File: src/common/pcie_tx_pkg.sv
package pcie_tx_pkg;

   // framer states, wr_data repeats once per payload beat
   typedef enum logic [3:0] {
      idle,
      cpl_hdr,
      cpl_data0,
      cpl_data1,
      rd_hdr,
      rd_addr,
      wr_hdr,
      wr_addr,
      wr_data
   } tx_state_t;

   // packet kind offered by the selector
   typedef enum logic [1:0] {
      none,
      completion,
      read,
      write
   } pkt_kind_t;

   typedef struct packed {
      logic [31:0] dw2;   // completer header DW2
      logic [63:0] data;  // two data words, DW0 in the low half
   } cpl_req_t;

   typedef struct packed {
      logic [63:0] addr;
      logic [7:0]  tag;
   } rd_req_t;

   typedef struct packed {
      logic [63:0] addr;
   } wr_req_t;

   typedef struct packed {
      logic [63:0] data;
      logic        last;
      logic        one_dw;  // only the low DW of the beat is valid
   } tx_beat_t;

   // fixed packet lengths in DW
   localparam logic [9:0] RD_LEN_DW  = 10'd128;
   localparam logic [9:0] WR_LEN_DW  = 10'd32;
   localparam logic [9:0] CPL_LEN_DW = 10'd2;
   localparam int         WR_BEATS   = 16;

   // fmt and type byte of header DW0
   localparam logic [7:0] FT_CPLD  = 8'h4A;
   localparam logic [7:0] FT_MRD32 = 8'h00;
   localparam logic [7:0] FT_MRD64 = 8'h20;
   localparam logic [7:0] FT_MWR32 = 8'h40;
   localparam logic [7:0] FT_MWR64 = 8'h60;

   localparam logic [7:0]  BYTE_EN        = 8'hFF;  // last and first DW byte enables
   localparam logic [11:0] CPL_BYTE_COUNT = 12'd8;

   // header DW0 with TC, attributes and TD all zero
   function automatic logic [31:0] hdr_dw0(input logic [7:0] fmt_type, input logic [9:0] len);
      hdr_dw0 = {fmt_type, 14'd0, len};
   endfunction

   // host little endian word to PCIe byte order
   function automatic logic [31:0] dw_swap(input logic [31:0] x);
      dw_swap = {x[7:0], x[15:8], x[23:16], x[31:24]};
   endfunction

endpackage

File: src/pcie_tx/tlp_framer.sv
`timescale 1ns/1ps

module tlp_framer
   import pcie_tx_pkg::*;
#(
   parameter int RAM_ADDR_W = 9
)
(
   input  logic                  clock,
   input  logic                  reset,
   input  logic [15:0]           pcie_id,
   input  pkt_kind_t             next_kind,
   input  cpl_req_t              cpl_held,
   input  rd_req_t               rd_req,
   input  wr_req_t               wr_req,
   input  logic [63:0]           q1,
   input  logic [63:0]           q2,
   input  logic                  tx_ready,
   output logic                  pkt_start,
   output logic                  pkt_done,
   output pkt_kind_t             done_kind,
   output logic [RAM_ADDR_W-1:0] rd_index,
   output logic                  advance,
   output tx_beat_t              tx_beat,
   output logic                  tx_valid
);

   tx_state_t  state;
   logic [3:0] beat_cnt;    // payload beat within a write
   logic       wr_is_32_q;
   logic       rd_is_32;
   logic       last_state;
   logic [3:0] word_cnt;    // RAM word requested this beat
   tx_beat_t   beat_next;

   assign advance  = tx_ready | ~tx_valid;
   assign rd_is_32 = rd_req.addr[63:32] == 32'h0;

   assign last_state = (state == cpl_data1) || (state == rd_addr) ||
                       (state == wr_data && beat_cnt == 4'(WR_BEATS - 1));

   always_comb
   begin
      case (state)
         cpl_hdr, cpl_data0, cpl_data1: done_kind = completion;
         rd_hdr, rd_addr:               done_kind = read;
         wr_hdr, wr_addr, wr_data:      done_kind = write;
         default:                       done_kind = none;
      endcase
   end

   assign pkt_done  = advance && last_state;
   assign pkt_start = advance && (state == idle || last_state) && next_kind != none;

   // word 0 is fetched by the beat before wr_hdr, hence the lead of three
   always_comb
   begin
      case (state)
         wr_hdr:  word_cnt = 4'd1;
         wr_addr: word_cnt = 4'd2;
         wr_data: word_cnt = (beat_cnt < 4'(WR_BEATS - 3)) ? beat_cnt + 4'd3 : 4'd0;
         default: word_cnt = 4'd0;
      endcase
   end

   assign rd_index = {wr_req.addr[7 +: RAM_ADDR_W-4], word_cnt};

   always_comb
   begin
      beat_next = '0;
      case (state)
         cpl_hdr:
            beat_next.data = {pcie_id, 4'h0, CPL_BYTE_COUNT, hdr_dw0(FT_CPLD, CPL_LEN_DW)};
         cpl_data0:
            beat_next.data = {dw_swap(cpl_held.data[31:0]), cpl_held.dw2};
         cpl_data1:
         begin
            beat_next.data   = {32'h0, dw_swap(cpl_held.data[63:32])};
            beat_next.last   = 1'b1;
            beat_next.one_dw = 1'b1;  // 3-DW header plus 2 DW is always odd
         end
         rd_hdr:
            beat_next.data = {pcie_id, rd_req.tag, BYTE_EN,
                              hdr_dw0(rd_is_32 ? FT_MRD32 : FT_MRD64, RD_LEN_DW)};
         rd_addr:
         begin
            if (rd_is_32)
               beat_next.data = {32'h0, rd_req.addr[31:0]};
            else
               beat_next.data = {rd_req.addr[31:0], rd_req.addr[63:32]};
            beat_next.last   = 1'b1;
            beat_next.one_dw = rd_is_32;
         end
         wr_hdr:
            beat_next.data = {pcie_id, 8'h00, BYTE_EN,
                              hdr_dw0(wr_is_32_q ? FT_MWR32 : FT_MWR64, WR_LEN_DW)};
         wr_addr:
         begin
            if (wr_is_32_q)
               beat_next.data = {dw_swap(q1[31:0]), wr_req.addr[31:0]};  // first DW rides along
            else
               beat_next.data = {wr_req.addr[31:0], wr_req.addr[63:32]};
         end
         wr_data:
         begin
            // 3-DW form is shifted by one DW across RAM words
            if (!wr_is_32_q)
               beat_next.data = {dw_swap(q2[63:32]), dw_swap(q2[31:0])};
            else if (last_state)
               beat_next.data = {32'h0, dw_swap(q2[63:32])};
            else
               beat_next.data = {dw_swap(q1[31:0]), dw_swap(q2[63:32])};
            beat_next.last   = last_state;
            beat_next.one_dw = last_state && wr_is_32_q;
         end
         default: ;
      endcase
   end

   always_ff @(posedge clock)
   begin
      if (reset)
      begin
         state    <= idle;
         beat_cnt <= 4'd0;
         tx_valid <= 1'b0;
      end
      else if (advance)
      begin
         tx_valid <= state != idle;
         if (state == idle || last_state)
         begin
            case (next_kind)
               completion: state <= cpl_hdr;
               read:       state <= rd_hdr;
               write:      state <= wr_hdr;
               default:    state <= idle;
            endcase
         end
         else
         begin
            case (state)
               cpl_hdr:   state <= cpl_data0;
               cpl_data0: state <= cpl_data1;
               rd_hdr:    state <= rd_addr;
               wr_hdr:    state <= wr_addr;
               wr_addr:   state <= wr_data;
               default:   state <= state;
            endcase
         end
         if (state == wr_data)
            beat_cnt <= beat_cnt + 4'd1;  // wraps back to zero after the last beat
      end
   end

   always_ff @(posedge clock)
   begin
      if (advance)
         tx_beat <= beat_next;
      if (pkt_start && next_kind == write)
         wr_is_32_q <= wr_req.addr[63:32] == 32'h0;
   end

endmodule

File: config.mk
export PLATFORM = sky130hd
export DESIGN_NAME = tlp_framer
export DESIGN_NICKNAME = d
export VERILOG_FILES = /design/src/common/pcie_tx_pkg.sv /design/src/pcie_tx/tlp_framer.sv
export SDC_FILE = /design/constraint.sdc
export NUM_CORES = 1
export LEC_CHECK = 0
export ABC_CLOCK_PERIOD_IN_PS = 2700
export BUFFER_PORTS_ARGS = -buffer_cell sky130_fd_sc_hd__buf_2
export CAP_MARGIN = 40
export CORE_AREA = 2 2 178 180
export CTS_CLUSTER_DIAMETER = 80
export CTS_CLUSTER_SIZE = 20
export DETAILED_ROUTE_END_ITERATION = 7
export DIE_AREA = 0 0 180 182
export PLACE_DENSITY_LB_ADDON = 0.1
export SLEW_MARGIN = 20
export SYNTH_ARGS = -nofsm -noshare
export SYNTH_HDL_FRONTEND = slang
export SYNTH_SLANG_ARGS = --single-unit
File: constraint.sdc
create_clock -name clock -period 2.7 [get_ports clock]
set_clock_uncertainty 0.1 [all_clocks]
set_input_delay 0.135 -clock clock [delete_from_list [all_inputs] [get_ports clock]]
set_output_delay 0.135 -clock clock [all_outputs]
set_load 0.005 [all_outputs]
# Word level (Yosys, flattened, before mapping)

Memories as Yosys holds them, arrays and structs flattened. A register that Yosys moved wholly into a read port is not among the register bits.
Cells that the tools add are included.

$lt $le $gt $ge: 1
Eq/ne operators: 12
Bitwise logic cells: 2
Add/subtract/negate cells: 2
Mux-type cells: 15
Reduce and logical (&&, ||, !) cells: 17

Operators by type and width:

| kind                  | count |
|---|---|
| $pmux W64 S8          | 1 |
| $mux W64              | 4 |
| $logic_not A32 Y1     | 2 |
| $pmux W4 S5           | 1 |
| $eq A4 B3 Y1 const B  | 4 |
| $mux W4               | 4 |
| $mux W6               | 2 |
| $pmux W4 S3           | 1 |
| $pmux W3 S3           | 1 |
| $eq A4 B2 Y1 const B  | 2 |
| $eq A4 B4 Y1 const B  | 2 |
| $logic_and A1 B1 Y1   | 6 |
| $pmux W2 S3           | 1 |
| $reduce_bool A6 Y1    | 1 |
| $add A4 B1 Y4 const B | 1 |
| $add A4 B2 Y4 const B | 1 |
| $eq A2 B2 Y1 const B  | 2 |
| $eq A4 B1 Y1 const B  | 1 |
| $logic_not A4 Y1      | 1 |
| $lt A4 B4 Y1 const B  | 1 |
| $reduce_and A2 Y1     | 2 |
| $reduce_bool A4 Y1    | 1 |
| $logic_or A1 B1 Y1    | 3 |
| $eq A2 B1 Y1 const B  | 1 |
| 3 further kinds       | 3 |

Logic and storage cells: 57
Memories: 1
Input port bits: 381
Bits in registers: 76
ROM bits: 32

Memory list:

| name            | words | width | read ports | clocked after Yosys merged registers in | write ports | line             | RTL |
|---|---|---|---|---|---|---|---|
| (no name shown) | 16    | 2     | 1          | 1                                       | 0           | tlp_framer.sv:44 | `case (state)` |

# Logic depth before layout (Yosys ltp)

Depth after elaboration: 8
Depth in mapped cells: 9
Depth with buffers taken out: 8

# Worst setup path before layout

OpenSTA, ideal clock, no wires.

Path type: flip-flop to flip-flop
From: register tx_valid
To: register done_kind[1] (netlist name)
Data arrival time: 2.105 ns
Stages on the path, launching flop included: 8
Clock period less this slack: 2.276 ns
Setup time: 0.072 ns
Buffers on the path: 1
Setup slack: 0.424 ns
Cells stage by stage: dfxtp_1 -> and2b_1 -> inv_1 -> buf_4 -> nand2_1 -> a32o_1 -> or4b_1 -> a21oi_1

Longest elaborated chain between the ends: 5

RTL lines:

| what                                  | line              | RTL |
|---|---|---|
| start, declared                       | tlp_framer.sv:25  | `output logic tx_valid` |
| start signal, assigned                | tlp_framer.sv:130 | `tx_valid <= state != idle;` |
| $not A1 Y1                            | tlp_framer.sv:36  | `assign advance = tx_ready \| ~tx_valid;` |
| $or A1 B1 Y1                          | tlp_framer.sv:36  |  |
| named net advance                     | tlp_framer.sv:23  | `output logic advance,` |
| $reduce_and A2 Y1 (no source line)    | -                 |  |
| $mux W4 (no source line) (2 in a row) | -                 |  |

The timed path passes the listed nets, and every way through them passes these cells.
A chain may end at the register's enable or synchronous reset.

# Worst setup path after layout

From: register state[1]
To: output port rd_index[1]

Longest elaborated chain between the ends: 2
Elaborated cells on any way between the ends: 4

RTL lines:

| what                                         | line              | RTL |
|---|---|---|
| start, declared                              | tlp_framer.sv:28  | `tx_state_t state;` |
| start signal, assigned                       | tlp_framer.sv:124 | `state <= idle;` |
| start signal, assigned                       | tlp_framer.sv:134 | `completion: state <= cpl_hdr;` |
| start signal, assigned                       | tlp_framer.sv:135 | `read: state <= rd_hdr;` |
| $eq A4 B4 Y1 or $eq A4 B3 Y1 (tied branches) | tlp_framer.sv:58  | `case (state)` |
| $pmux W4 S3 (*)                              | tlp_framer.sv:58  |  |
| end, declared                                | tlp_framer.sv:22  | `output logic [RAM_ADDR_W-1:0] rd_index,` |

Mark *: on every way between the ends. The rest lies on a longest branch, timed or not.

==> run summary <==
===============================================================================================
Outcome                                                                            complete, no violations
Synth Instances                                                                             685
Start point of the worst hold path                                                 cpl_held[56]
Number of antenna violations at the first check in global routing                             2
Worst r2r path cells                                                                          7
Largest net degree at the start of global routing                                            44
# IOs                                                                                       462
Reg-to-reg critical path endpoint                                                   tx_beat[63]
Routability cong.                                                                         0.884
Buffer cell driving the clock tree root                                            sky130_fd_sc_hd__clkbuf_16
Netlist cell types                                                                           49
Aggregate routed wire length                                                            38.1 mm
Insertion delay to the later sink of the worst-skew pair                                 340 ps
Fraction of layout cells with a size suffix above 1                                       46.1%
Number of instances on the worst hold path                                                    3
Post-layout net count                                                                      1513
Number of global-route vias before repair                                                  7933
Global-route wire length before repair                                                  53.9 mm
Hold endpoint                                                                        tx_beat[2]
Number of input and output port buffers inserted                                            429
Internal reg-to-reg setup slack                                                          250 ps
Standard cell with the maximum stage delay on the critical path                    sky130_fd_sc_hd__dfxtp_1
Final count of pins violating max slew                                                        0
Global routing usage summed across all routing layers                                     22.5%
Final global-route overflow total                                                             0
Final critical path time including I/O delays and setup                                 2520 ps
Stage delay of the slowest cell on the critical path                                     610 ps
Syn. warnings                                                                                 0
Post-detailed-route wirelength per cell                                                 24.8 um
Row count                                                                                    65
Mapped Nets                                                                                1068
Drt first-iter violations                                                                   467
Final Hold Violating Endpoints                                                                0
Area of the core                                                                      31000 um2
DRC violation count after routing                                                             0
Horizontal die dimension                                                                 180 um
Final-layout worst hold slack                                                           8.99 ps
Class of the worst hold path                                                             in2reg
Mean post-synth cell area                                                              9.14 um2
Antenna Nets Post-Route                                                                       0
Area growth syn-to-layout                                                                 54.8%
Cell area after technology mapping                                                     6260 um2
Data arrival time of the critical path                                                  2280 ps
Maximum count of clock buffers along a single path                                            2
Initial Utilization                                                                       20.2%
Avg Vias per Cell                                                                          5.05
Critical Path, Cell by Cell                                                        buf_4, nand2_1, or2_2, buf_12, o21ai_0, buf_2
Number of resized instances in the post-cts repair step                                       0
Share of synthesized area occupied by flip-flops and latches                              35.6%
Portion of the clock cycle consumed by the worst path in the final layout                 93.2%
Share of the core filled with cells in the final layout                                   31.3%
Leading cell type in the layout, fill and taps excluded                            sky130_fd_sc_hd__buf_2
Worst relative slew slack                                                                 48.0%
CTS tree                                                                                  built
Share of async-settable or async-resettable flops after synthesis                            0%
Upper clock frequency limit                                                           0.397 GHz
Die area                                                                              32800 um2
H-tree lvl count                                                                              3
Post-synth EDFFs                                                                             67
Drt pass-1 iters                                                                              5
Crit Reg-Reg Startpoint                                                                state[1]
Overall power                                                                         0.00718 W
Number of buffers created by CTS                                                              9
Clock input transition at the sequential cells of the worst setup and hold paths          70 ps
Final HPWL from detailed placement                                                      30.6 mm
Count of vias placed by the detailed router                                                7756
Height of the die                                                                        182 um
Number of maximum-capacitance violations                                                      0
Worst vdd rail ir drop                                                                 0.311 mV
Crit path launch type                                                                  register
CP Capture Type                                                                    primary output
Most used cells in the layout excluding fill and tap cells                         sky130_fd_sc_hd__buf_2, sky130_fd_sc_hd__mux2i_1, sky130_fd_sc_hd__edfxtp_1
Number of clock sinks                                                                        78
RSZ-0062 raised after global routing                                                         no
Leak                                                                                    4.45 nW
Fillcell total                                                                             3436
Most frequently used flop master after synthesis                                   sky130_fd_sc_hd__edfxtp_1
Worst EP required                                                                       2470 ps
Worst-margin pin slew                                                                    773 ps
Final setup violation count                                                                   0
Synth Register Bits                                                                          78
Worst setup path class                                                                  reg2out
CP max FO                                                                                    16
Power density over the cells                                                         741 nW/um2
===============================================================================================
-- per-stage QoR --
stage | TNS, ps | std cells | cell area, um2 | setup WS [ps]
after CTS | 0 | 1533 | 9680 | 34.4
after global routing | 0 | 1537 | 9700 | 89.8
final | 0 | 1537 | 9700 | 183
after detailed placement | -5.42 | 1502 | 9180 | -5.42
after floorplan | 0 | 685 | 6260 | 424
after global placement | 0 | 1499 | 9140 | 23.5
-- how the worst max path moves through the flow --
stage                           from            to  slack, ps  cells past startpoint
after global routing        state[1]   rd_index[1]         90                      6
after global placement    rd_req[59]    tx_beat[5]         20                      9
after detailed placement  rd_req[59]   tx_beat[55]         -5                      9
after CTS                   state[0]   rd_index[1]         30                      7
after floorplan             tx_valid  done_kind[1]        420                      7
final                       state[1]   rd_index[1]        180                      6
-- per-layer routing --
layer	share of wire, %	vias to the layer above	global-route usage (%)
met4	2.2	0	6.34
met5	0	-	0
met3	6.0	49	3.51
li1	-	3599	-
met2	50	368	40.0
met1	42	3740	28.0
-- kinds of logic (layout without fill, tap and decap cells) --
family                   after synthesis  after routing  synth area share, %
adder cells (fa/ha/maj)                2              2                0.400
buffers and inverters                 76            524                 5.61
flip-flops                            78             78                 35.6
AO/OA/AOI/OAI                        257            257                 27.2
AND/OR/NAND/NOR                      161            161                 13.4
XOR/XNOR                               6              6                0.839
multiplexers                         105            105                 16.9
other                                  0              2                    0
-- worst max-delay path, delay by kind of cell, from the launching register on --
family / cells / cell delay [ps]
buffers and inverters: 3 / 640
AO/OA/AOI/OAI: 1 / 110
AND/OR/NAND/NOR: 2 / 570
flip-flops: 1 / 610
-- Yosys cell counts (2+ instances only) --
library cell	count	area, um2
sky130_fd_sc_hd__mux2i_1	100	1000
sky130_fd_sc_hd__edfxtp_1	67	2010
sky130_fd_sc_hd__a21oi_1	60	300
sky130_fd_sc_hd__o21ai_0	58	290
sky130_fd_sc_hd__nor2_1	49	184
sky130_fd_sc_hd__a221oi_1	44	385
sky130_fd_sc_hd__clkbuf_1	39	146
sky130_fd_sc_hd__nand2_1	36	135
sky130_fd_sc_hd__o221ai_1	31	272
sky130_fd_sc_hd__a31oi_1	23	144
sky130_fd_sc_hd__nor2b_1	23	144
sky130_fd_sc_hd__nor4_1	18	113
sky130_fd_sc_hd__buf_2	14	70.1
sky130_fd_sc_hd__o21ai_1	12	60.1
sky130_fd_sc_hd__a22oi_1	11	82.6
sky130_fd_sc_hd__dfxtp_1	11	220
sky130_fd_sc_hd__buf_4	9	67.6
sky130_fd_sc_hd__nand2b_1	8	50.1
sky130_fd_sc_hd__inv_1	6	22.5
sky130_fd_sc_hd__buf_1	5	18.8
sky130_fd_sc_hd__mux2_2	5	56.3
sky130_fd_sc_hd__nand3_1	5	25.0
sky130_fd_sc_hd__nand4_1	5	31.3
sky130_fd_sc_hd__xor2_1	5	43.8
sky130_fd_sc_hd__a222oi_1	4	40.0
sky130_fd_sc_hd__o22ai_1	4	25.0
sky130_fd_sc_hd__nor3_1	3	15.0
sky130_fd_sc_hd__or3_1	3	18.8
sky130_fd_sc_hd__a211oi_4	2	40.0
sky130_fd_sc_hd__buf_6	2	22.5
sky130_fd_sc_hd__ha_1	2	25.0
sky130_fd_sc_hd__nor4b_4	2	47.6
sky130_fd_sc_hd__nor4bb_1	2	20.0
sky130_fd_sc_hd__o211ai_1	2	15.0
-- state kept, by name, indices dropped and copies added (netlist names) --
signal      count
beat_cnt        4
tx_beat        66
state           4
done_kind       2
wr_is_32_q      1
tx_valid        1
-- area by class of cell --
type	instances	area [um2]	area share [%]
multi-input combinational	531	3730	38.4
timing repair buffer	503	2880	29.7
sequential	78	2230	23.0
tap	402	503	5.19
clock buffer	10	229	2.36
clock inverter	4	97.6	1.01
inverter	7	27.5	0.284
antenna	2	5.00	0.0516
-- power breakdown --
group / total, W / internal [W] / switching [W]
sequential: 0.00210 / 0.00194 / 0.000158
combinational: 0.00365 / 0.00157 / 0.00207
clock: 0.00144 / 0.000896 / 0.000542
total: 0.00718 / 0.00441 / 0.00277
-- timing repair --
action,in CTS,in global routing
hold endpoints to repair,17,0
setup endpoints to repair,0,2
setup buffers,0,2
hold buffers,17,0
Note: power is estimated with default switching activity, not from simulation.
