===== src/common/pcie_tx_pkg.sv =====
package pcie_tx_pkg;

   // framer states, wr_data repeats once per payload beat
   typedef enum logic [3:0] {
      idle,
      cpl_hdr,
      cpl_data0,
      cpl_data1,
      rd_hdr,
      rd_addr,
      wr_hdr,
      wr_addr,
      wr_data
   } tx_state_t;

   // packet kind offered by the selector
   typedef enum logic [1:0] {
      none,
      completion,
      read,
      write
   } pkt_kind_t;

   typedef struct packed {
      logic [31:0] dw2;   // completer header DW2
      logic [63:0] data;  // two data words, DW0 in the low half
   } cpl_req_t;

   typedef struct packed {
      logic [63:0] addr;
      logic [7:0]  tag;
   } rd_req_t;

   typedef struct packed {
      logic [63:0] addr;
   } wr_req_t;

   typedef struct packed {
      logic [63:0] data;
      logic        last;
      logic        one_dw;  // only the low DW of the beat is valid
   } tx_beat_t;

   // fixed packet lengths in DW
   localparam logic [9:0] RD_LEN_DW  = 10'd128;
   localparam logic [9:0] WR_LEN_DW  = 10'd32;
   localparam logic [9:0] CPL_LEN_DW = 10'd2;
   localparam int         WR_BEATS   = 16;

   // fmt and type byte of header DW0
   localparam logic [7:0] FT_CPLD  = 8'h4A;
   localparam logic [7:0] FT_MRD32 = 8'h00;
   localparam logic [7:0] FT_MRD64 = 8'h20;
   localparam logic [7:0] FT_MWR32 = 8'h40;
   localparam logic [7:0] FT_MWR64 = 8'h60;

   localparam logic [7:0]  BYTE_EN        = 8'hFF;  // last and first DW byte enables
   localparam logic [11:0] CPL_BYTE_COUNT = 12'd8;

   // header DW0 with TC, attributes and TD all zero
   function automatic logic [31:0] hdr_dw0(input logic [7:0] fmt_type, input logic [9:0] len);
      hdr_dw0 = {fmt_type, 14'd0, len};
   endfunction

   // host little endian word to PCIe byte order
   function automatic logic [31:0] dw_swap(input logic [31:0] x);
      dw_swap = {x[7:0], x[15:8], x[23:16], x[31:24]};
   endfunction

endpackage


===== src/pcie_tx/tlp_request_select.sv =====
`timescale 1ns/1ps

module tlp_request_select
   import pcie_tx_pkg::*;
(
   input  logic      clock,
   input  logic      reset,
   input  logic      cpl_done,
   input  cpl_req_t  cpl_req,
   input  logic      rd_valid,
   input  logic      wr_valid,
   input  logic      pkt_start,
   input  logic      pkt_done,
   input  pkt_kind_t done_kind,
   output pkt_kind_t next_kind,
   output cpl_req_t  cpl_held,
   output logic      rd_ready,
   output logic      wr_ready
);

   logic      cpl_pending;
   cpl_req_t  cpl_pend_data;  // waiting completion, not yet started
   pkt_kind_t finishing;

   assign finishing = pkt_done ? done_kind : none;

   // the kind that is just finishing is never offered again at once:
   // completions so they cannot starve the rest, read and write because
   // the source only drops its valid after the ready strobe
   always_comb
   begin
      if (cpl_pending && finishing != completion)
         next_kind = completion;
      else if (rd_valid && finishing != read)
         next_kind = read;
      else if (wr_valid && finishing != write)
         next_kind = write;
      else
         next_kind = none;
   end

   assign rd_ready = pkt_done && done_kind == read;
   assign wr_ready = pkt_done && done_kind == write;

   always_ff @(posedge clock)
   begin
      if (reset)
         cpl_pending <= 1'b0;
      else if (cpl_done)
         cpl_pending <= 1'b1;  // new one wins over a finishing one
      else if (pkt_done && done_kind == completion)
         cpl_pending <= 1'b0;
   end

   always_ff @(posedge clock)
   begin
      if (cpl_done)
         cpl_pend_data <= cpl_req;
      // frozen copy for the packet in flight
      if (pkt_start && next_kind == completion)
         cpl_held <= cpl_pend_data;
   end

endmodule


===== config.mk =====
export PLATFORM = sky130hd
export DESIGN_NAME = tlp_request_select
export DESIGN_NICKNAME = d
export VERILOG_FILES = /design/src/common/pcie_tx_pkg.sv /design/src/pcie_tx/tlp_request_select.sv
export SDC_FILE = /design/constraint.sdc
export NUM_CORES = 1
export LEC_CHECK = 0
export ABC_CLOCK_PERIOD_IN_PS = 5150
export BUFFER_PORTS_ARGS = -buffer_cell sky130_fd_sc_hd__clkbuf_2
export CAP_MARGIN = 20
export CORE_MARGIN = 5
export CORE_UTILIZATION = 49
export CTS_CLUSTER_SIZE = 30
export DETAILED_ROUTE_END_ITERATION = 10
export PLACE_DENSITY = 0.82
export SLEW_MARGIN = 30
export SYNTH_ARGS = -nofsm -noshare
export SYNTH_HDL_FRONTEND = slang
export SYNTH_SLANG_ARGS = --single-unit
export TNS_END_PERCENT = 50

===== constraint.sdc =====
create_clock -name clock -period 5.15 [get_ports clock]
set_input_delay 1.03 -clock clock [delete_from_list [all_inputs] [get_ports clock]]
set_output_delay 1.03 -clock clock [all_outputs]
set_load 0.03 [all_outputs]

After elaboration in Yosys (flattened, before gate mapping)
Cells that the tools add are included.
{"block": "op_classes", "eq_ne": 7, "n_mux": 6, "reduce_logical": 8}
{"op": "$mux 2", "n": 4}
{"op": "$logic_and 1x1->1", "n": 7}
{"op": "$eq 2x1->1 const B", "n": 2}
{"op": "$eq 2x2->1 const B", "n": 2}
{"op": "$ne 2x2->1 const B", "n": 2}
{"op": "$mux 1", "n": 2}
{"op": "$ne 2x1->1 const B", "n": 1}
{"op": "$reduce_bool 2->1", "n": 1}
{"block": "word_totals", "regBits": 193, "in_bits": 105, "out_inout_bits": 100, "word_cells": 26}

Logic depth before layout (Yosys ltp)
Gate-level depths: netlist of run 1.
{"block": "logic_depth", "word_depth": 8, "depth_mapped": 3, "depth_no_buf": 3}

Worst setup path before layout of run 1
No wires, ideal clock.
{"block": "synth_path", "path_kind": "input-to-reg", "from": "input port done_kind[1]", "to": "register cpl_held[0] (netlist name), enable pin", "setup_time_ns": 0.466, "t_arrival_ns": 3.469, "t_required_ns": 4.684, "slack_ns": 1.215, "stages": 2, "path_buffers": 0, "path_cell_list": "nand3b_1 > and3_1"}
{"block": "synth_between", "elab_chain_len": 8, "elab_cells_between_ends": 12, "cone_classes": "eq/ne (4); mux (4); reduce/logical (4)"}
{"element": "from (decl)", "line": "tlp_request_select.sv:14", "source": "input pkt_kind_t done_kind,"}
{"element": "$mux 2 (*)", "line": "tlp_request_select.sv:25", "source": "assign finishing = pkt_done ? done_kind : none;"}
{"element": "$ne 2x2->1", "line": "tlp_request_select.sv:36", "source": "else if (wr_valid && finishing != write)"}
{"element": "$logic_and 1x1->1", "line": "tlp_request_select.sv:36"}
{"element": "$mux 2", "line": "tlp_request_select.sv:36"}
{"element": "$mux 2", "line": "tlp_request_select.sv:34", "source": "else if (rd_valid && finishing != read)"}
{"element": "$mux 2 (*)", "line": "tlp_request_select.sv:32", "source": "if (cpl_pending && finishing != completion)"}
{"element": "$eq 2x1->1 (*)", "line": "tlp_request_select.sv:60", "source": "if (pkt_start && next_kind == completion)"}
{"element": "$logic_and 1x1->1 (*)", "line": "tlp_request_select.sv:60"}
{"element": "to (signal assigned)", "line": "tlp_request_select.sv:61", "source": "cpl_held <= cpl_pend_data;"}
{"element": "to (decl)", "line": "tlp_request_select.sv:16", "source": "output cpl_req_t cpl_held,"}
Mark *: on every way between the ends. The rest lies on a longest branch, timed or not.
A chain may end at the register's enable or synchronous reset.

Worst setup path after layout of run 1
{"block": "layout_path", "from": "input port done_kind[1]", "to": "output port next_kind[1]"}
{"block": "layout_between", "elab_chain_len": 6, "elab_cells_between_ends": 10, "cone_classes": "eq/ne (3); mux (4); reduce/logical (3)"}
{"element": "$mux 2 (*)", "line": "tlp_request_select.sv:25"}
{"element": "$ne 2x2->1", "line": "tlp_request_select.sv:36"}
{"element": "$logic_and 1x1->1", "line": "tlp_request_select.sv:36"}
{"element": "$mux 2", "line": "tlp_request_select.sv:36"}
{"element": "$mux 2", "line": "tlp_request_select.sv:34"}
{"element": "$mux 2 (*)", "line": "tlp_request_select.sv:32"}
{"element": "to (decl)", "line": "tlp_request_select.sv:15", "source": "output pkt_kind_t next_kind,"}
Marks and branches as above.

==> reports/summary.txt, run 1 <==
status = completed
slowest cell delay on critical path = 0.24 ns
CTS tree = yes
antenna viol nets, final = 0
Via Count = 2737
hold-fix buffers at CTS = 0
final WL = 10000 um
post-CTS setup buffer count = 0
Final Skew = 0.0110 ns
met3 usage = 0.0641
Leak = 2.96 nW
synth cell count leaders = edfxtp_1, a21oi_1, nand2_1, nor2_1
Hold Path Class = reg -> reg
DR WL/cell = 17.0 um
layout cells sized above 1 = 0.518
Total Nets Final = 536
Post-route DRC = 0
vias in the first global route = 2990
Final GP Congestion = 0.738
endpoint class of the critical path = output port
clock latency on the worst-skew pair = 0.42 ns
gr usage total = 0.148
P&R area growth vs syn = 29.5%
TritonCTS buffer count = 17
n_diodes = 0
CTS root buffer = clkbuf_16
VDD IR max = 0.254 mV
flops & latches, synth = 193
Crit Path Max Fanout = 4
GR peak layer = met2
die area = 14300 sq um
Yosys Warn Count = 0
core area = 11900 sq um
startpoint types = input pin
Chip Height = 119 um
Row Count = 40
Initial Utilization = 0.494
largest net degree at the start of global routing = 98
Final setup viols = 0
Post-synth EDFFs = 192
post-synthesis sequential area ratio = 0.987
top cell type's share of synthesized area = 0.983
Final Max Tran Viols = 0
Clock Path Buffers = 2
# H-tree levels = 4
clock sink total = 193
Final Hold Vio Count = 0
Die X = 119 um
Ports = 205
Synth area leaders = edfxtp_1, dfxtp_1, a21oi_1, a32o_1, nand2_1
RSZ-0062 raised after global routing = no
Top FF cell, synth = edfxtp_1
Worst Path Required = 4.12 ns
Max Clk Rate = 0.352 GHz
minimum clock period = 2.84 ns
Detail Placement HPWL = 7000 um
most frequent cell after synthesis = edfxtp_1
Worst Tran Pin Value = 0.870 ns
Fin Setup TNS = 0 ns
Mapped Nets = 312
PwrDens = 415 nW/um^2
MaxCap Viol Count = 0
largest area contributor in the netlist = edfxtp_1
GR met2 Demand/Resource = 0.235
worst path cell trace = clkbuf_2, nand3b_1, a31oi_1, clkbuf_2
vias per cell = 4.63
ys async rst share = 0
port bufs = 204
Mapped Cells = 207
first-pass iteration count of the detailed router = 4
initial antenna violation count = 0
crit share post-route = 0.551
most frequent CP cell = clkbuf_2
met1 usage = 0.174
critical path class = in -> out
DR iter-0 viols = 141
Rel. slew slack = 0.420
# resized after CTS = 0
Arr. time, crit path = 1.81 ns
Tot Pwr = 3.15 mW
first-pass GRT wire length = 15600 um
CP max stage cell = clkbuf_2
Mapped Area = 5860 sq um
total global routing overflow = 0
fill count = 789
Distinct cells, synth = 13
clk slew on worst S/H paths = 0.06 ns
post-synthesis average cell area = 28.3 sq um
through the flow:
step | hold slack (ns) | utilization | cell area (sq um) | setup WS, ns | cells
after floorplan | 0.400 | - | 5860 | 1.22 | 207
after global placement | 0.400 | 0.597 | 7080 | 2.26 | 559
after detailed placement | 0.405 | 0.597 | 7090 | 2.16 | 559
after CTS | 0.413 | 0.640 | 7590 | 2.33 | 591
after global routing | 0.423 | 0.640 | 7590 | 2.30 | 591
final | 0.410 | 0.640 | 7590 | 2.31 | 591
cells by family after synthesis:
family                 after synthesis  synth area share
AND/OR/NAND/NOR                      8           0.00683
buffers and inverters                1          0.000640
AO/OA/AOI/OAI                        5           0.00576
flip-flops                         193             0.987
layer usage:
| metal | share of wire | up-vias |
|---|---|---|
| met5 | 0 | - |
| li1 | - | 1289 |
| met2 | 0.49 | 144 |
| met4 | 0.024 | 0 |
| met3 | 0.095 | 21 |
| met1 | 0.39 | 1283 |
registers in the layout, summed over array words and instances (netlist names):
name           count
cpl_held          96
cpl_pend_data     96
cpl_pending        1
placed cells by master, fill, tap and decap left out:
| cell | synthesis | layout |
|---|---|---|
| o21bai_1 | 1 | 1 |
| nand3b_1 | 1 | 1 |
| a31oi_1 | 1 | 1 |
| clkinv_1 | 0 | 5 |
| nand2b_1 | 1 | 1 |
| a32o_1 | 1 | 1 |
| clkinvlp_4 | 0 | 4 |
| nand3_1 | 1 | 1 |
| nor2_1 | 2 | 2 |
| buf_6 | 0 | 1 |
| a21oi_1 | 2 | 2 |
| nand2_1 | 2 | 2 |
| clkbuf_1 | 0 | 3 |
| buf_4 | 0 | 1 |
| inv_1 | 1 | 1 |
| edfxtp_1 | 192 | 192 |
| inv_6 | 0 | 1 |
| clkbuf_2 | 0 | 203 |
| dfxtp_1 | 1 | 1 |
| clkinv_2 | 0 | 2 |
| clkbuf_16 | 0 | 17 |
| and3_4 | 0 | 1 |
final timing paths:
path / from / cells after the start / slack [ns] / end
worst min-delay path: cpl_pend_data[15] / 0 / 0.41 / cpl_held[15]
worst max register to register: cpl_pending / 2 / 3.10 / cpl_held[50]
worst min register to register: cpl_pend_data[15] / 0 / 0.41 / cpl_held[15]
worst max-delay path: done_kind[1] / 4 / 2.31 / next_kind[1]
critical path: cells and delay by family:
kind | cells | cell delay, ns
compound gates | 1 | 0.23
simple gates | 1 | 0.21
buf+inv | 2 | 0.33
area by class of cell:
| class | instances | area [sq um] | share of cell area |
|---|---|---|---|
| clock buffers | 20 | 437 | 0.0575 |
| clock inverters | 12 | 67.6 | 0.00890 |
| inverters | 1 | 3.75 | 0.000494 |
| multi-input cells | 13 | 78.8 | 0.0104 |
| flip-flops and latches | 193 | 5790 | 0.762 |
| well taps | 147 | 184 | 0.0242 |
| repair buffers | 205 | 1030 | 0.136 |
power by group:
group	leakage [nW]	total [mW]	switching, mW	internal (mW)
Combinational	0.892	0.168	0.117	0.0506
Clock	0.234	1.12	0.508	0.607
Sequential	1.83	1.87	0.0250	1.84
No activity file was read; power rests on OpenSTA's default activity.
==> run 2, diff against run 1 <==
Settings changed: ABC_AREA from default to 1, ABC_CLOCK_PERIOD_IN_PS 5150 to 2400, CORE_UTILIZATION 49 to 44, PLACE_DENSITY 0.82 to 0.78.
Clock period 5.15 ns to 2.4 ns, I/O delays scaled along.
==> reports/summary.txt, run 2 <==
fill count = 963 (was 789)
post-synthesis sequential area ratio = 0.985 (was 0.987)
vias per cell = 4.33 (was 4.63)
most frequent CP cell = clkbuf_2 (unchanged)
Row Count = 42 (was 40)
Cells after DPL = 596 (was 559)
VDD IR max = 0.607 mV (was 0.254 mV)
GR met2 Demand/Resource = 0.210 (was 0.235)
Ports = 205 (unchanged)
# H-tree levels = 4 (unchanged)
MaxCap Viol Count = 0 (unchanged)
gr usage total = 0.133 (was 0.148)
Clock Power Share = 0.391 (was 0.354)
Regs by FF count = cpl_held x96, cpl_pend_data x96, cpl_pending x1 (unchanged)
top cell type's share of synthesized area = 0.982 (was 0.983)
worst path cell trace = clkbuf_2, inv_8, nand3_2, nand2_2, nand2_1, inv_1, clkbuf_2 (was clkbuf_2, nand3b_1, a31oi_1, clkbuf_2)
Final setup viols = 0 (unchanged)
clock sink total = 193 (unchanged)
Clock Path Buffers = 2 (unchanged)
met1 usage = 0.156 (was 0.174)
placed cell area = 7200 sq um (was 7090 sq um)
final instance area = 7800 sq um (was 7590 sq um)
total global routing overflow = 0 (unchanged)
Cell Count, Final, Fillers Out = 628 (was 591)
minimum clock period = 1.67 ns
Post-synth EDFFs = 192 (unchanged)
status = completed (unchanged)
initial antenna violation count = 0 (unchanged)
Mapped Area = 5870 sq um (was 5860 sq um)
CP max stage cell = clkbuf_2 (unchanged)
Final Skew = 0.00507 ns (was 0.0110 ns)
critical path class = in -> out (unchanged)
port bufs = 204 (unchanged)
most frequent cell after synthesis = edfxtp_1 (unchanged)
Mapped Nets = 318 (was 312)
n_diodes = 0 (unchanged)
Worst path top cell family by delay = buffers and inverters (unchanged)
Switch Pwr = 1.46 mW (was 0.651 mW)
largest area contributor in the netlist = edfxtp_1 (unchanged)
CTS root buffer = clkbuf_16 (unchanged)
slowest cell delay on critical path = 0.20 ns (was 0.24 ns)
Synth area leaders = edfxtp_1, inv_1, nand2_1, dfxtp_1, nand3_1 (was edfxtp_1, dfxtp_1, a21oi_1, a32o_1, nand2_1)
RSZ-0062 raised after global routing = no (unchanged)
Initial Utilization = 0.445 (was 0.494)
Arr. time, crit path = 1.19 ns (was 1.81 ns)
startpoint types = input pin (unchanged)
Yosys Warn Count = 0 (unchanged)
Top FF cell, synth = edfxtp_1 (unchanged)
TritonCTS buffer count = 17 (unchanged)
Total Nets Final = 544 (was 536)
Chip Height = 126 um (was 119 um)
flops & latches, synth = 193 (unchanged)
Final Hold Vio Count = 0 (unchanged)
final WL = 10100 um (was 10000 um)
Max Clk Rate = 0.599 GHz
Detail Placement HPWL = 7360 um (was 7000 um)
P&R area growth vs syn = 32.9% (was 29.5%)
Logic pwr share = 0.052 (was 0.053)
Crit Path Max Fanout = 4 (unchanged)
first-pass GRT wire length = 15800 um (was 15600 um)
internal power = 5.72 mW (was 2.50 mW)
CTS tree = yes (unchanged)
post-CTS setup buffer count = 0 (unchanged)
Worst Tran Pin Value = 0.563 ns (was 0.870 ns)
commonest non-fill, non-tap cell in the layout = clkbuf_2 (unchanged)
met3 usage = 0.0606 (was 0.0641)
endpoint class of the critical path = output port (unchanged)
DR iter-0 viols = 171 (was 141)
Leak = 3.08 nW (was 2.96 nW)
clock latency on the worst-skew pair = 0.41 ns (was 0.42 ns)
clk slew on worst S/H paths = 0.07 ns (was 0.06 ns)
PwrDens = 920 nW/um^2 (was 415 nW/um^2)
sw frac = 0.204 (was 0.207)
vias in the first global route = 2915 (was 2990)
worst path bufs/invs = 4 (was 2)
Final WS setup = 0.730 ns (was 2.31 ns)
hold-fix buffers at CTS = 0 (unchanged)
Via Count = 2720 (was 2737)
antenna viol nets, final = 0 (unchanged)
Final GP Congestion = 0.790 (was 0.738)
Worst Path Required = 1.92 ns (was 4.12 ns)
Post-route DRC = 0 (unchanged)
crit share post-route = 0.696
GR peak layer = met2 (unchanged)
ys async rst share = 0 (unchanged)
Final Max Tran Viols = 0 (unchanged)
layout cells sized above 1 = 0.535 (was 0.518)
Hold Path Class = in -> reg (was reg -> reg)
Mapped Cells = 213 (was 207)
Flop pwr share = 0.557 (was 0.593)
most frequent cells in the layout = clkbuf_2, edfxtp_1, clkbuf_16, inv_1, nand2_1 (was clkbuf_2, edfxtp_1, clkbuf_16, clkinv_1, clkinvlp_4)
post-synthesis average cell area = 27.6 sq um (was 28.3 sq um)
Rel. slew slack = 0.625 (was 0.420)
Fin Setup TNS = 0 ns (unchanged)
# resized after CTS = 0 (unchanged)
Die X = 126 um (was 119 um)
Setup WS pre-CTS = 0.598 ns (was 2.16 ns)
largest net degree at the start of global routing = 97 (was 98)
Tot Pwr = 7.18 mW (was 3.15 mW)
core area = 13200 sq um (was 11900 sq um)
DR WL/cell = 16.0 um (was 17.0 um)
die area = 15800 sq um (was 14300 sq um)
Distinct cells, synth = 8 (was 13)
synth cell count leaders = edfxtp_1, inv_1, nand2_1, nand3_1 (was edfxtp_1, a21oi_1, nand2_1, nor2_1)
first-pass iteration count of the detailed router = 4 (unchanged)
run 2: changes by cell type in the layout (fill, tap and decap cells not counted), moves of 3 or more:
cell,before,now
inv_1,1,7
nand2_1,2,6
buf_12,0,3
bufinv_16,0,3
clkbuf_1,3,0
clkinv_1,5,2
clkinv_4,0,3
inv_8,0,3
run 2: path summary, 6_finish.rpt:
check / from / endpoint / slack (ns) / cells after the start
worst min-delay path: reset / cpl_pending / 0.23 / 2
worst max register to register: cpl_pending / cpl_held[66] / 0.98 / 3
worst min register to register: cpl_pend_data[74] / cpl_held[74] / 0.41 / 0
worst max-delay path: done_kind[1] / next_kind[1] / 0.73 / 7
run 2: final cells by class:
class	count	area (sq um)	area share
clock buffer	17	425	0.0545
clock inverter	15	184	0.0236
inverter	8	37.5	0.00481
multi-input combinational	12	68.8	0.00882
sequential	193	5790	0.741
tap	176	220	0.0282
timing repair buffer	207	1080	0.139
run 2: metrics by stage:
step | util | hold slack (ns)
after floorplan | - | 0.400
after global placement | 0.546 | 0.400
after detailed placement | 0.546 | 0.405
after CTS | 0.592 | 0.203
after global routing | 0.592 | 0.204
final | 0.592 | 0.232
run 2: power groups by stage:
stage	sequential, mW	combinational, mW	clock, mW
global route	4.02	0.400	3.06
global placement	4.06	0.373	0
detailed placement	4.08	0.380	0
floorplan	4.19	0.0448	0
CTS	4.00	0.381	2.88
finish	4.00	0.373	2.81
run 2: logic make-up (layout without fill, tap and decap cells):
group / count (synthesis) / in the layout / synth area share
DFF: 193 / 193 / 0.985
and+or+nand+nor: 11 / 11 / 0.00810
buffers and inverters: 8 / 247 / 0.00511
AOI/OAI and AO/OA: 1 / 1 / 0.00149
run 2: worst reg2reg max path, stage by stage (launching register included):
cell and delay, ns:
dfxtp_1 0.33, nand2_2 0.10, nor2_4 0.14, buf_12 0.35
run 2: routing by layer:
metal	wire length [um]	share of wire
met2	5030	0.50
met5	0	0
met1	3860	0.38
met4	210	0.021
met3	972	0.096
